===== config.mk =====
export PLATFORM = sky130hd
export DESIGN_NAME = hello_display_top
export DESIGN_NICKNAME = d
export VERILOG_FILES = /design/src/design/display_pkg.sv /design/src/design/sprite_pkg.sv /design/src/design/sprite_cfg_if.sv /design/src/design/display_timings.sv /design/src/design/sprite_regs.sv /design/src/design/sprite_engine.sv /design/src/design/starfield.sv /design/src/design/hello_display_top.sv
export SDC_FILE = /design/constraint.sdc
export NUM_CORES = 2
export LEC_CHECK = 0
export ABC_AREA = 1
export BUFFER_PORTS_ARGS = -buffer_cell sky130_fd_sc_hd__buf_2
export CORE_ASPECT_RATIO = 1.75
export CORE_MARGIN = 5
export CORE_UTILIZATION = 30
export CTS_CLUSTER_DIAMETER = 30
export DETAILED_ROUTE_END_ITERATION = 10
export HOLD_SLACK_MARGIN = 0.05
export PLACE_DENSITY_LB_ADDON = 0.3
export SLEW_MARGIN = 20
export SYNTH_ARGS = -nofsm -noshare
export SYNTH_HDL_FRONTEND = slang
export SYNTH_SLANG_ARGS = --single-unit

===== constraint.sdc =====
create_clock -name clk_pix -period 4.9 [get_ports clk_pix]
set_input_delay 0.245 -clock clk_pix [delete_from_list [all_inputs] [get_ports clk_pix]]
set_output_delay 0.245 -clock clk_pix [all_outputs]
set_load 0.005 [all_outputs]

===== src/design/display_pkg.sv =====
// ==========================================================================
// raster types shared by timing, sprite engines and top
// coordinates are signed, blanking sits at negative positions
// ==========================================================================

package display_pkg;

    localparam int CORDW = 16;  // raster coordinate width

    // signed screen coordinate, active area starts at 0
    typedef logic signed [CORDW-1:0] coord_t;

    // 4 bits per channel, matches the VGA DAC
    typedef struct packed {
        logic [3:0] r;
        logic [3:0] g;
        logic [3:0] b;
    } colour_t;

endpackage


===== src/design/sprite_pkg.sv =====
// ==========================================================================
// sprite register map, descriptor layout and glyph geometry
// addresses are Wishbone word addresses, 8 bits wide
// ==========================================================================

package sprite_pkg;

    localparam int SPR_CNT   = 4;   // sprites on screen
    localparam int SPR_AW    = $clog2(SPR_CNT);
    localparam int GLYPH_W   = 8;   // pixels per glyph row
    localparam int GLYPH_H   = 8;   // rows per glyph
    localparam int GLYPH_CNT = 16;
    localparam int GLYPH_RW  = $clog2(GLYPH_H);             // row select width
    localparam int GLYPH_AW  = $clog2(GLYPH_CNT * GLYPH_H); // 128 rows

    typedef logic [3:0]         glyph_idx_t;
    typedef logic [GLYPH_W-1:0] glyph_row_t;  // msb is the leftmost pixel

    // x in the low bits so a plain word write reads naturally
    typedef struct packed {
        logic [3:0]  rsvd;
        glyph_idx_t  glyph;
        logic [11:0] y;
        logic [11:0] x;
    } spr_desc_t;

    // register map
    localparam logic [7:0] REG_CTRL     = 8'h00;
    localparam logic [7:0] REG_COLOUR   = 8'h01;
    localparam logic [7:0] REG_SPR_BASE = 8'h04;  // + sprite number
    localparam logic [7:0] GLYPH_BASE   = 8'h40;  // + glyph*8 + row

    // control word, bits SPR_CNT-1:0 are the sprite enable mask
    localparam int CTRL_STAR_BIT = 4;  // starfield enable
    localparam int CTRL_W        = 5;

endpackage


===== src/design/sprite_cfg_if.sv =====
// ==========================================================================
// config bundle from register block to sprite engines
// engines each drive their own address slot, the top ORs them together
// ==========================================================================
`timescale 1ns/1ps

interface sprite_cfg_if import display_pkg::*, sprite_pkg::*; ();

    spr_desc_t            desc [SPR_CNT];
    logic [SPR_CNT-1:0]   spr_en;
    colour_t              colour;
    logic                 star_en;
    glyph_row_t           glyph_rdata;   // one cycle after glyph_raddr
    logic [GLYPH_AW-1:0]  glyph_raddr;   // merged address
    wire  [GLYPH_AW-1:0]  eng_raddr [SPR_CNT];  // per engine, zero outside slot

    modport regs (
        output desc, spr_en, colour, star_en, glyph_rdata,
        input  glyph_raddr
    );

    modport eng (
        input  desc, spr_en, glyph_rdata,
        output eng_raddr
    );

endinterface


===== src/design/display_timings.sv =====
// ==========================================================================
// raster counters, sync active low; all outputs registered and aligned
// horizontal blanking must be at least 2*SPR_CNT cycles for glyph fetch
// ==========================================================================
`timescale 1ns/1ps

module display_timings import display_pkg::*; #(
    parameter int H_RES  = 640,
    parameter int V_RES  = 480,
    parameter int H_FP   = 16,
    parameter int H_SYNC = 96,
    parameter int H_BP   = 48,
    parameter int V_FP   = 10,
    parameter int V_SYNC = 2,
    parameter int V_BP   = 33
) (
    input  logic   clk_pix,
    input  logic   rst_n,
    output coord_t sx,
    output coord_t sy,
    output logic   hsync,
    output logic   vsync,
    output logic   de,
    output logic   line
);

    // blanking starts negative so the active area begins at 0
    localparam coord_t H_STA  = coord_t'(-H_FP - H_SYNC - H_BP);
    localparam coord_t HS_STA = coord_t'(-H_SYNC - H_BP);
    localparam coord_t HS_END = coord_t'(-H_BP);
    localparam coord_t HA_END = coord_t'(H_RES - 1);
    localparam coord_t V_STA  = coord_t'(-V_FP - V_SYNC - V_BP);
    localparam coord_t VS_STA = coord_t'(-V_SYNC - V_BP);
    localparam coord_t VS_END = coord_t'(-V_BP);
    localparam coord_t VA_END = coord_t'(V_RES - 1);

    coord_t sx_n, sy_n;  // next position

    always_comb begin
        sx_n = sx + coord_t'(1);
        sy_n = sy;
        if (sx == HA_END) begin  // end of line, wrap into blanking
            sx_n = H_STA;
            sy_n = (sy == VA_END) ? V_STA : sy + coord_t'(1);
        end
    end

    // flags come from the next position so they line up with sx/sy
    always_ff @(posedge clk_pix or negedge rst_n) begin
        if (!rst_n) begin
            sx    <= HA_END;  // first step lands on frame start
            sy    <= VA_END;
            hsync <= 1'b1;
            vsync <= 1'b1;
            de    <= 1'b0;
            line  <= 1'b0;
        end else begin
            sx    <= sx_n;
            sy    <= sy_n;
            hsync <= !(sx_n >= HS_STA && sx_n < HS_END);
            vsync <= !(sy_n >= VS_STA && sy_n < VS_END);
            de    <= (sx_n >= 0) && (sy_n >= 0);
            line  <= (sx_n == H_STA);  // first blanking pixel
        end
    end

    // engines rely on one line pulse per line, right after the last active pixel
    assert property (@(posedge clk_pix) disable iff (!rst_n)
        line |-> ($past(sx) == HA_END) ##1 !line);

endmodule


===== src/design/sprite_regs.sv =====
// ==========================================================================
// Wishbone classic slave, one-cycle ack, unmapped words ack and read 0
// glyph memory has a bus port and a registered display read port
// ==========================================================================
`timescale 1ns/1ps

module sprite_regs import display_pkg::*, sprite_pkg::*; (
    input  logic        clk_pix,
    input  logic        rst_n,
    input  logic        wb_cyc,
    input  logic        wb_stb,
    input  logic        wb_we,
    input  logic [7:0]  wb_adr,
    input  logic [31:0] wb_dat_w,
    output logic [31:0] wb_dat_r,
    output logic        wb_ack,
    sprite_cfg_if.regs  cfg
);

    localparam int GLYPH_ROWS = GLYPH_CNT * GLYPH_H;

    logic [CTRL_W-1:0]   ctrl;
    colour_t             colour;
    spr_desc_t           desc [SPR_CNT];
    glyph_row_t          glyph_mem [GLYPH_ROWS];

    logic                req;  // first cycle of a bus access
    logic                hit_ctrl, hit_col, hit_spr, hit_glyph;
    logic [SPR_AW-1:0]   spr_a;
    logic [GLYPH_AW-1:0] glyph_a;
    logic [31:0]         rd_word;

    assign req = wb_cyc && wb_stb && !wb_ack;

    // address decode
    always_comb begin
        hit_ctrl  = (wb_adr == REG_CTRL);
        hit_col   = (wb_adr == REG_COLOUR);
        hit_spr   = (wb_adr[7:SPR_AW] == REG_SPR_BASE[7:SPR_AW]);
        hit_glyph = (wb_adr >= GLYPH_BASE) && (wb_adr < GLYPH_BASE + 8'(GLYPH_ROWS));
        spr_a     = wb_adr[SPR_AW-1:0];  // base is aligned
        glyph_a   = GLYPH_AW'(wb_adr - GLYPH_BASE);
    end

    always_comb begin
        rd_word = '0;  // unmapped reads zero
        if (hit_ctrl)       rd_word = 32'(ctrl);
        else if (hit_col)   rd_word = 32'(colour);
        else if (hit_spr)   rd_word = desc[spr_a];
        else if (hit_glyph) rd_word = 32'(glyph_mem[glyph_a]);
    end

    // control registers, written on the ack edge
    always_ff @(posedge clk_pix or negedge rst_n) begin
        if (!rst_n) begin
            wb_ack <= 1'b0;
            ctrl   <= '0;
            colour <= '0;
            for (int i = 0; i < SPR_CNT; i++) desc[i] <= '0;
        end else begin
            wb_ack <= req;  // drops next cycle even if stb stays high
            if (req && wb_we) begin
                if (hit_ctrl) ctrl <= wb_dat_w[CTRL_W-1:0];
                if (hit_col)  colour <= colour_t'(wb_dat_w[11:0]);
                if (hit_spr)  desc[spr_a] <= spr_desc_t'(wb_dat_w);
            end
        end
    end

    // glyph rows and bus read data
    always_ff @(posedge clk_pix) begin
        if (req) begin
            if (wb_we && hit_glyph) glyph_mem[glyph_a] <= wb_dat_w[GLYPH_W-1:0];
            wb_dat_r <= rd_word;  // valid with ack
        end
    end

    // display port, data one cycle after the engine's slot
    always_ff @(posedge clk_pix) begin
        cfg.glyph_rdata <= glyph_mem[cfg.glyph_raddr];
    end

    assign cfg.desc    = desc;
    assign cfg.spr_en  = ctrl[SPR_CNT-1:0];
    assign cfg.star_en = ctrl[CTRL_STAR_BIT];
    assign cfg.colour  = colour;

    // ack only meets a master still holding its request, and is a single pulse
    assert property (@(posedge clk_pix) disable iff (!rst_n)
        wb_ack |-> (wb_cyc && wb_stb));
    assert property (@(posedge clk_pix) disable iff (!rst_n)
        wb_ack |=> !wb_ack);

endmodule


===== src/design/sprite_engine.sv =====
// ==========================================================================
// one scaled glyph sprite; SCALE must be a power of two
// row fetched in blanking slot ID - 2*SPR_CNT, drawn on the same line
// ==========================================================================
`timescale 1ns/1ps

module sprite_engine import display_pkg::*, sprite_pkg::*; #(
    parameter int ID    = 0,
    parameter int SCALE = 8
) (
    input  logic      clk_pix,
    input  logic      rst_n,
    input  coord_t    sx,
    input  coord_t    sy,
    input  logic      line,
    sprite_cfg_if.eng cfg,
    output logic      pix
);

    localparam int     SHIFT = $clog2(SCALE);
    localparam coord_t SPAN  = coord_t'(GLYPH_W * SCALE);  // screen size
    localparam coord_t SLOT  = coord_t'(ID - 2 * SPR_CNT);  // fetch cycle

    coord_t                 spr_x, spr_y, dy, start_x;
    logic                   band;      // this line crosses the sprite
    logic [GLYPH_RW-1:0]    row_sel;
    glyph_row_t             row_data;  // fetched row
    glyph_row_t             shreg;     // row being drawn
    logic [SHIFT:0]         sub;       // pixels within one glyph bit
    logic [$clog2(GLYPH_W+1)-1:0] bits_left;
    logic [GLYPH_AW-1:0]    raddr;

    assign spr_x   = coord_t'(cfg.desc[ID].x);
    assign spr_y   = coord_t'(cfg.desc[ID].y);
    assign dy      = sy - spr_y;
    assign start_x = spr_x - coord_t'(1);  // load one pixel early

    // own the read port only in our slot
    assign raddr = (sx == SLOT) ? {cfg.desc[ID].glyph, row_sel} : '0;
    assign cfg.eng_raddr[ID] = raddr;

    always_ff @(posedge clk_pix or negedge rst_n) begin
        if (!rst_n) begin
            band      <= 1'b0;
            row_sel   <= '0;
            sub       <= '0;
            bits_left <= '0;
        end else begin
            if (line) begin  // vertical band check
                band    <= !dy[CORDW-1] && (dy < SPAN);
                row_sel <= dy[SHIFT +: GLYPH_RW];
            end
            if (sx == start_x) begin
                sub       <= '0;
                bits_left <= GLYPH_W[$bits(bits_left)-1:0];
            end else if (bits_left != 0) begin
                if (sub == (SHIFT+1)'(SCALE - 1)) begin
                    sub       <= '0;
                    bits_left <= bits_left - 1'b1;
                end else begin
                    sub <= sub + 1'b1;
                end
            end
        end
    end

    // row capture and shift out, msb first
    always_ff @(posedge clk_pix) begin
        if (sx == SLOT + coord_t'(1)) row_data <= band ? cfg.glyph_rdata : '0;
        if (sx == start_x)
            shreg <= row_data;
        else if (bits_left != 0 && sub == (SHIFT+1)'(SCALE - 1))
            shreg <= shreg << 1;
    end

    assign pix = cfg.spr_en[ID] && (bits_left != 0) && shreg[GLYPH_W-1];

    // line pulse lands before our slot, so the slot address uses this line's row
    assert property (@(posedge clk_pix) disable iff (!rst_n)
        line |-> (sx < SLOT));

endmodule


===== src/design/starfield.sv =====
// ==========================================================================
// 21-bit Galois LFSR stars; FRAME_LEN is the full frame in pixels
// negative INC shortens the period so the field drifts each frame
// ==========================================================================
`timescale 1ns/1ps

module starfield #(
    parameter int          INC       = -1,
    parameter logic [20:0] SEED      = 21'h1FFFFF,
    parameter logic [20:0] MASK      = 21'hFFF,  // set bits are ignored
    parameter int          FRAME_LEN = 800 * 525
) (
    input  logic       clk_pix,
    input  logic       rst_n,
    input  logic       en,
    output logic       star_on,
    output logic [3:0] star_lvl
);

    localparam logic [20:0] TAPS    = 21'h140000;  // x^21 + x^19 + 1
    localparam logic [20:0] RST_CNT = 21'(FRAME_LEN + INC - 1);

    logic [20:0] lfsr;
    logic [20:0] cnt;  // pixels since restart

    always_ff @(posedge clk_pix or negedge rst_n) begin
        if (!rst_n) begin
            lfsr <= SEED;
            cnt  <= '0;
        end else if (en) begin
            cnt  <= (cnt == RST_CNT) ? '0 : cnt + 1'b1;
            lfsr <= (cnt == RST_CNT) ? SEED
                  : {1'b0, lfsr[20:1]} ^ (lfsr[0] ? TAPS : '0);
        end
    end

    assign star_on  = en && &(lfsr | MASK);  // fewer mask bits, fewer stars
    assign star_lvl = lfsr[7:4];

endmodule


===== src/design/hello_display_top.sv =====
// ==========================================================================
// sprite display top: clk_pix and rst_n come from outside, no clock gen
// VGA outputs registered one cycle after the raster signals
// ==========================================================================
`timescale 1ns/1ps

module hello_display_top import display_pkg::*, sprite_pkg::*; #(
    parameter int H_RES  = 640,
    parameter int V_RES  = 480,
    parameter int H_FP   = 16,
    parameter int H_SYNC = 96,
    parameter int H_BP   = 48,
    parameter int V_FP   = 10,
    parameter int V_SYNC = 2,
    parameter int V_BP   = 33,
    parameter int SCALE  = 8
) (
    input  logic        clk_pix,
    input  logic        rst_n,
    input  logic        wb_cyc,
    input  logic        wb_stb,
    input  logic        wb_we,
    input  logic [7:0]  wb_adr,
    input  logic [31:0] wb_dat_w,
    output logic [31:0] wb_dat_r,
    output logic        wb_ack,
    output logic        vga_hsync,
    output logic        vga_vsync,
    output logic [3:0]  vga_r,
    output logic [3:0]  vga_g,
    output logic [3:0]  vga_b
);

    localparam int FRAME_LEN = (H_RES + H_FP + H_SYNC + H_BP) * (V_RES + V_FP + V_SYNC + V_BP);

    coord_t             sx, sy;
    logic               hsync, vsync, de, line;
    logic [SPR_CNT-1:0] spr_pix;
    logic [2:0]         sf_on;
    logic [3:0]         sf_lvl [3];
    logic [3:0]         star_lvl;  // brightest lit layer
    colour_t            pix_c;

    sprite_cfg_if cfg ();

    display_timings #(
        .H_RES(H_RES), .V_RES(V_RES), .H_FP(H_FP), .H_SYNC(H_SYNC),
        .H_BP(H_BP), .V_FP(V_FP), .V_SYNC(V_SYNC), .V_BP(V_BP)
    ) display_timings_i (
        .clk_pix, .rst_n, .sx, .sy, .hsync, .vsync, .de, .line
    );

    sprite_regs sprite_regs_i (
        .clk_pix, .rst_n, .wb_cyc, .wb_stb, .wb_we, .wb_adr,
        .wb_dat_w, .wb_dat_r, .wb_ack, .cfg(cfg.regs)
    );

    for (genvar k = 0; k < SPR_CNT; k++) begin : g_spr
        sprite_engine #(.ID(k), .SCALE(SCALE)) sprite_engine_i (
            .clk_pix, .rst_n, .sx, .sy, .line, .cfg(cfg.eng), .pix(spr_pix[k])
        );
    end

    // slots never overlap, so OR is a clean merge
    always_comb begin
        cfg.glyph_raddr = '0;
        for (int k = 0; k < SPR_CNT; k++) cfg.glyph_raddr |= cfg.eng_raddr[k];
    end

    starfield #(.INC(-1), .SEED(21'h9A9A9), .FRAME_LEN(FRAME_LEN)) starfield_0_i (
        .clk_pix, .rst_n, .en(cfg.star_en), .star_on(sf_on[0]), .star_lvl(sf_lvl[0])
    );
    starfield #(.INC(-2), .SEED(21'hA9A9A), .FRAME_LEN(FRAME_LEN)) starfield_1_i (
        .clk_pix, .rst_n, .en(cfg.star_en), .star_on(sf_on[1]), .star_lvl(sf_lvl[1])
    );
    starfield #(.INC(-4), .MASK(21'h7FF), .FRAME_LEN(FRAME_LEN)) starfield_2_i (
        .clk_pix, .rst_n, .en(cfg.star_en), .star_on(sf_on[2]), .star_lvl(sf_lvl[2])
    );

    always_comb begin
        star_lvl = '0;
        for (int k = 0; k < 3; k++)
            if (sf_on[k] && sf_lvl[k] > star_lvl) star_lvl = sf_lvl[k];
    end

    // sprites over stars, black outside the active area
    always_comb begin
        if (!de)            pix_c = '0;
        else if (|spr_pix)  pix_c = cfg.colour;
        else if (|sf_on)    pix_c = '{r: star_lvl, g: star_lvl, b: star_lvl};
        else                pix_c = '0;
    end

    always_ff @(posedge clk_pix or negedge rst_n) begin
        if (!rst_n) begin
            vga_hsync <= 1'b1;  // inactive
            vga_vsync <= 1'b1;
            vga_r     <= '0;
            vga_g     <= '0;
            vga_b     <= '0;
        end else begin
            vga_hsync <= hsync;
            vga_vsync <= vsync;
            vga_r     <= pix_c.r;
            vga_g     <= pix_c.g;
            vga_b     <= pix_c.b;
        end
    end

endmodule


# Word level (Yosys, flattened, before mapping)
# Memory sizes are Yosys's and may differ from the RTL's. A register that Yosys moved wholly into a read port is not among the register bits.
# Index checks and enable logic that the tools add are counted.
totals:
  regBits: 466
  latch_bits: 0
  ramBits: 1024
  mem_bits_ro: 0
  elab_cells: 268
  mem_count: 1
mem_list:
  columns: ["name", "depth", "width", "read_ports", "rd_clocked_by_memory_dff", "write_ports", "line_no", "rtl"]
  rows:
  - ["sprite_regs_i.glyph_mem", 128, 8, 2, 1, 1, "sprite_regs.sv:25", "glyph_row_t glyph_mem [GLYPH_ROWS];"]
classes:
  n_addsub: 22
  n_mul: 0
  div_mod_pow: 0
  order_cmp: 17
  eq_ne: 21
  n_shift: 0
  muxes: 67
  n_bitwise: 7
  n_reduce_logical: 68
ops:
  columns: ["operator", "n"]
  rows:
  - ["21-bit 2-to-1 mux", 9]
  - ["128-bit bitwise mux", 1]
  - ["32-bit 2-to-1 mux", 4]
  - ["4-bit 2-to-1 mux", 27]
  - ["8-bit 2-to-1 mux", 9]
  - ["32-bit binary-select mux with 2-bit select", 1]
  - ["32-bit demux with 2-bit select", 1]
  - ["16-bit == test", 4]
  - ["16-bit by 4-bit == test with 1-bit output, second input constant", 4]
  - ["16-bit by 8-bit < comparator with 1-bit output, second input constant", 4]
  - ["16-bit by 13-bit subtractor with 16-bit output", 4]
  - ["21-bit by 1-bit adder with 21-bit output, second input constant", 3]
  - ["21-bit by 19-bit == test with 1-bit output, second input constant", 3]
  - ["20-bit by 21-bit bitwise XOR with 21-bit output", 3]
  - ["12-bit by 1-bit subtractor with 13-bit output, second input constant", 4]
  - ["12-bit 2-to-1 mux", 4]
  - ["16-bit 2-to-1 mux", 3]
  - ["16-bit by 2-bit adder with 16-bit output, second input constant", 2]
  - ["16-bit by 1-bit >= comparator with 1-bit output, second input constant", 2]
  - ["16-bit by 7-bit < comparator with 1-bit output, second input constant", 2]
  - ["1-bit logical AND", 31]
  - ["7-bit 2-to-1 mux", 4]
  - ["2-bit nonzero test", 12]
  - ["7-bit bitwise OR", 3]
  - ["30 further kinds", 58]

# Logic depth before layout (Yosys ltp)
depth:
  ltp_word: 13
  ltp_mapped: 26
  ltp_nobuf: 26

# Worst setup path before layout
# OpenSTA, ideal clock, no wires.
synth_timing:
  kind: "flip-flop to flip-flop"
  from: "reg starfield_0_i.lfsr[19]"
  to: "reg vga_g[2]"
  setup_time_ns: 0.079
  arrival_ns: 3.499
  slack_ns: 1.321
  stages_incl_launch_ff: 23
  synth_period_minus_slack_ns: 3.579
  cell_sequence: "dfstp_2 -> inv_1 -> nor4_1 -> nand3_1 -> nor4_1 -> inv_1 -> nor2_1 -> nand2_1 -> ha_1 -> a21oi_1 -> o21ai_0 -> nand4_1 -> nand2_1 -> o21ai_0 -> ha_1 -> nand2_1 -> o21ai_0 -> nand3_1 -> o211ai_1 -> o21ai_0 -> nand2_1 -> nand2_1 -> a21oi_1"
synth_rtl:
  columns: ["element", "line_no", "rtl"]
  rows:
  - ["start: declaration", "starfield.sv:23", "logic [20:0] lfsr;"]
  - ["start signal: assignment", "starfield.sv:32", "lfsr <= (cnt == RST_CNT) ? SEED"]
  - ["end signal: assignment", "hello_display_top.sv:105", "vga_g <= pix_c.g;"]
  - ["end: declaration", "hello_display_top.sv:30", "output logic [3:0] vga_g,"]

==> parameters.txt <==
Parameter                              Value

Route
  Number of search-and-repair iterations in the first detailed-routing pass    6
  DRC violation total after the first TritonRoute iteration    6226
  DR DRC count    0
  Residual antenna-violating net count after detailed routing    0
  Wire length per cell    23.56 um
  Vias per std cell    5.284
  Final Routed Wirelength    292000 um
  Vias after detailed routing    65510

Power and ir drop
  Peak ir drop on the vdd network    0.0003053 V
  Switching part of the total    24.41%
  Portion of total power attributed to combinational logic    5.3%
  Reported leakage power    38.28 nW
  Internal power summed over all cells    25.12 mW
  Part of the total power dissipated in sequential elements    41.9%
  Relative contribution of the clock network to total power    52.7%
  Switching power total    8.111 mW
  Power density normalized to cell area    365.5 nW/um2

Synth
  Unique masters post-synth    62
  Count of state elements after synthesis    1498
  Share of Yosys cell area claimed by the top area cell type    43.57%
  Area contributors post-synth    edfxtp_1, dfrtp_1, nand2_1
  Cell Area, Synth    77200 um2
  Seq/Total Area, Yosys    55.87%
  Avg Inst Size Synth    8.895 um2
  Synth Warn #    0
  Fraction of registers with async set/reset    24.70%
  Post-Synthesis Cells    8679
  Number of enable flip-flop cells after synthesis    1120
  Top_reg_cell synth    edfxtp_1
  Cell type with the highest aggregate area in the netlist    edfxtp_1
  Number of nets in the synthesized netlist    8804

STA
  Slew @ Worst Pin    1.166 ns
  Part of the cycle the worst path needs    86.48%
  Fin Setup TNS    0 ns
  Setup repair after global routing missed its margin    no
  Post-layout min period    4.238 ns
  Fmax    236.0 MHz
  Count of final setup violators    0
  Final hold violation count    0
  Slew HR    21.27%
  Number of pins with negative max-slew slack in the final report    0
  Fin Clk Skew    0.07035 ns

Die
  Die Y-Extent    681.1 um
  Initial cell density of the core    30.11%
  Total die area    268000 um2
  Core outline area    256400 um2
  Horizontal die dimension    393.5 um
  Standard-cell rows    246
  I/O pins    92

Placed design
  Half-perimeter wire length after placement    194700 um
  Buffers on Ports    91
  Placed insts    11910
  GP Congestion    0.9276

Critical path
  Start point of the critical path    starfield_0_i.lfsr[19]$_DFFE_PN1P_
  Critical path class    flop to flop
  Cell type group with the largest total delay on the critical path    simple AND/OR/NAND/NOR gates
  Worst setup EP type    flop
  Maximum net fanout on the critical path    8
  Start of the worst register-to-register path    starfield_0_i.lfsr[19]$_DFFE_PN1P_
  Required time of the worst setup path    5.65 ns
  Slowest-stage cell, CP    dfstp_2
  Arrival time at the worst endpoint    4.99 ns
  Buf+Inv Stages, Crit Path    4
  Critical path launch point type    flop
  Critical Path, Cell by Cell    inv_1, nor4_1, nand3_1, nor4_1, buf_4, inv_1, nor2_1, nand2_1, ha_1, a21oi_1, o21ai_0, nand4_1, buf_4, nand2_1, o21ai_0, ha_1, nand2_1, o21ai_0, nand3_1, o211ai_1, o21ai_0, nand2_1, nand2_1, a21oi_1
  Top cell by count, worst path    nand2_1
  Critical Path Max Stage Delay    0.53 ns

Layout
  Most frequent cells in the layout    nand2_1, inv_1, edfxtp_1
  Fraction of layout cells with a size suffix above 1    10.02%
  Layout overhead on the synthesized area    17.77%
  Final standard cell count with taps included and fillers excluded    12400
  NumNets Final    8970
  Most common cell after layout, fill and taps aside    nand2_1

CTS
  Bufs on Longest Clock Path    4
  CTS buffer count    241
  Register clock-pin slew on the reported worst setup and hold paths    0.05 ns
  Number of buffers inserted to repair setup after CTS    0
  TritonCTS clock tree    yes
  Source-to-sink clock delay at the later pin of the worst-skew pair    0.90 ns
  Root Buffer    clkbuf_16
  Number of H-tree branching levels    4
  Clock net sink count    1498

Global routing
  Met2 Track Usage GR    37.11%
  Pin count of the biggest net entering global routing    142
  Wire length of the first global-routing pass    424400 um
  Met3 usage in global routing    2.985%
  Global routing met1 resource utilization    22.40%
  Busiest grt layer    met2
  Overflow left after global routing    0
  Antenna violations before repair    9
  All-layer global routing usage    20.97%
  Vias in the first global route    65020

Flow run
  Max Cap Viol    0

Hold path
  Hold crit path type    input port to flop
  Hold Path Origin    wb_adr[6]

Run status
  Outcome    completed
-- worst paths after layout --
path,end,slack [ns],cells after the start
worst max-delay path,vga_r[1]$_DFF_PN0_,0.66,24
worst min-delay path,sprite_regs_i.glyph_mem[64][5]$_DFFE_PP_,0.14,4
worst max register to register,vga_r[1]$_DFF_PN0_,0.66,24
worst min register to register,vga_hsync$_DFF_PN1_,0.35,0
max in group asynchronous,sprite_regs_i.cfg.desc[119]$_DFFE_PN0P_,3.38,4
min in group asynchronous,vga_b[3]$_DFF_PN0_,0.45,3
-- routing by layer --
metal  vias up  routed length (um)
met5         -                  27
met4         4               26810
met3       972               19100
met2      3026              144800
met1     31830              101300
li1      29680                   -
-- final cells by class --
class	count	area, um2
inverter	1407	5293
clock buffer	262	6193
sequential	1498	43130
tap	3348	4189
antenna	3	7.507
multi-input combinational	5312	26670
timing repair buffer	385	3306
fill	25760	165500
clock inverter	182	2127
-- tightest hold or removal path, stage by stage --
cell     delay [ns]
buf_2          0.13
nor2_1         0.09
nand2_1        0.24
nor2_1         0.11
-- flip-flops by register name, indices dropped and copies added (netlist names), 32 cells and up --
name / cells
g_spr.sprite_engine_i.row_data: 32
g_spr.sprite_engine_i.shreg: 32
sprite_regs_i.cfg.desc: 128
sprite_regs_i.glyph_mem: 1024
sprite_regs_i.wb_dat_r: 32
-- cells by family after synthesis --
group / Yosys count / synth area share [%]
xor gates and xnor gates: 138 / 1.583
DFF: 1498 / 55.87
adders and majority gates: 80 / 1.297
and+or+nand+nor: 3776 / 20.86
AOI/OAI and AO/OA: 1318 / 10.63
buffers and inverters: 1869 / 9.760
-- synthesized netlist by cell type (23+ instances only) --
cell type  number
xnor2_1        28
nor3_1         78
o21ai_1        41
nor4_1         33
buf_1          52
edfxtp_1     1120
a22oi_1        94
o21ai_0       358
dfstp_2        61
nand2_1      2042
inv_1        1380
a31oi_1        31
o22ai_1       326
o31ai_1        23
nor2_1        422
ha_1           80
buf_4          59
o2111ai_1      75
xor2_1        109
o211ai_1       89
nand4_1        65
a21oi_1       181
buf_2         139
dfrtp_1       309
clkbuf_1      196
nand3_1      1070
a221oi_1       27
-- power groups by stage --
stage	Clock (mW)	Sequential, mW	Combinational (mW)
after detailed placement	0	14.2	1.72
after global routing	18.3	13.9	1.88
after floorplan	0	14.2	0.812
after global placement	0	14.2	1.71
after CTS	17.8	13.9	1.75
final	17.5	13.9	1.77
-- stage by stage --
step                hold WS (ns)  total power, mW  util [%]  worst slack [ns]  cell area, um2
floorplan               -0.05059            14.97         -             1.321           77200
global placement          0.2961            15.89     32.06            0.2479           82190
detailed placement        0.3090            15.90     32.06            0.6349           82200
CTS                      0.08154            33.46     35.46            0.6020           90910
global route              0.1614            34.14     35.46            0.1003           90910
finish                    0.1407            33.23     35.46            0.6623           90920
-- repair_timing --
item,CTS,global route
resized for setup,0,0
hold buffers,37,0
setup endpoints to repair,0,0
hold endpoints to repair,524,0
No activity file was read; power rests on OpenSTA's default activity.
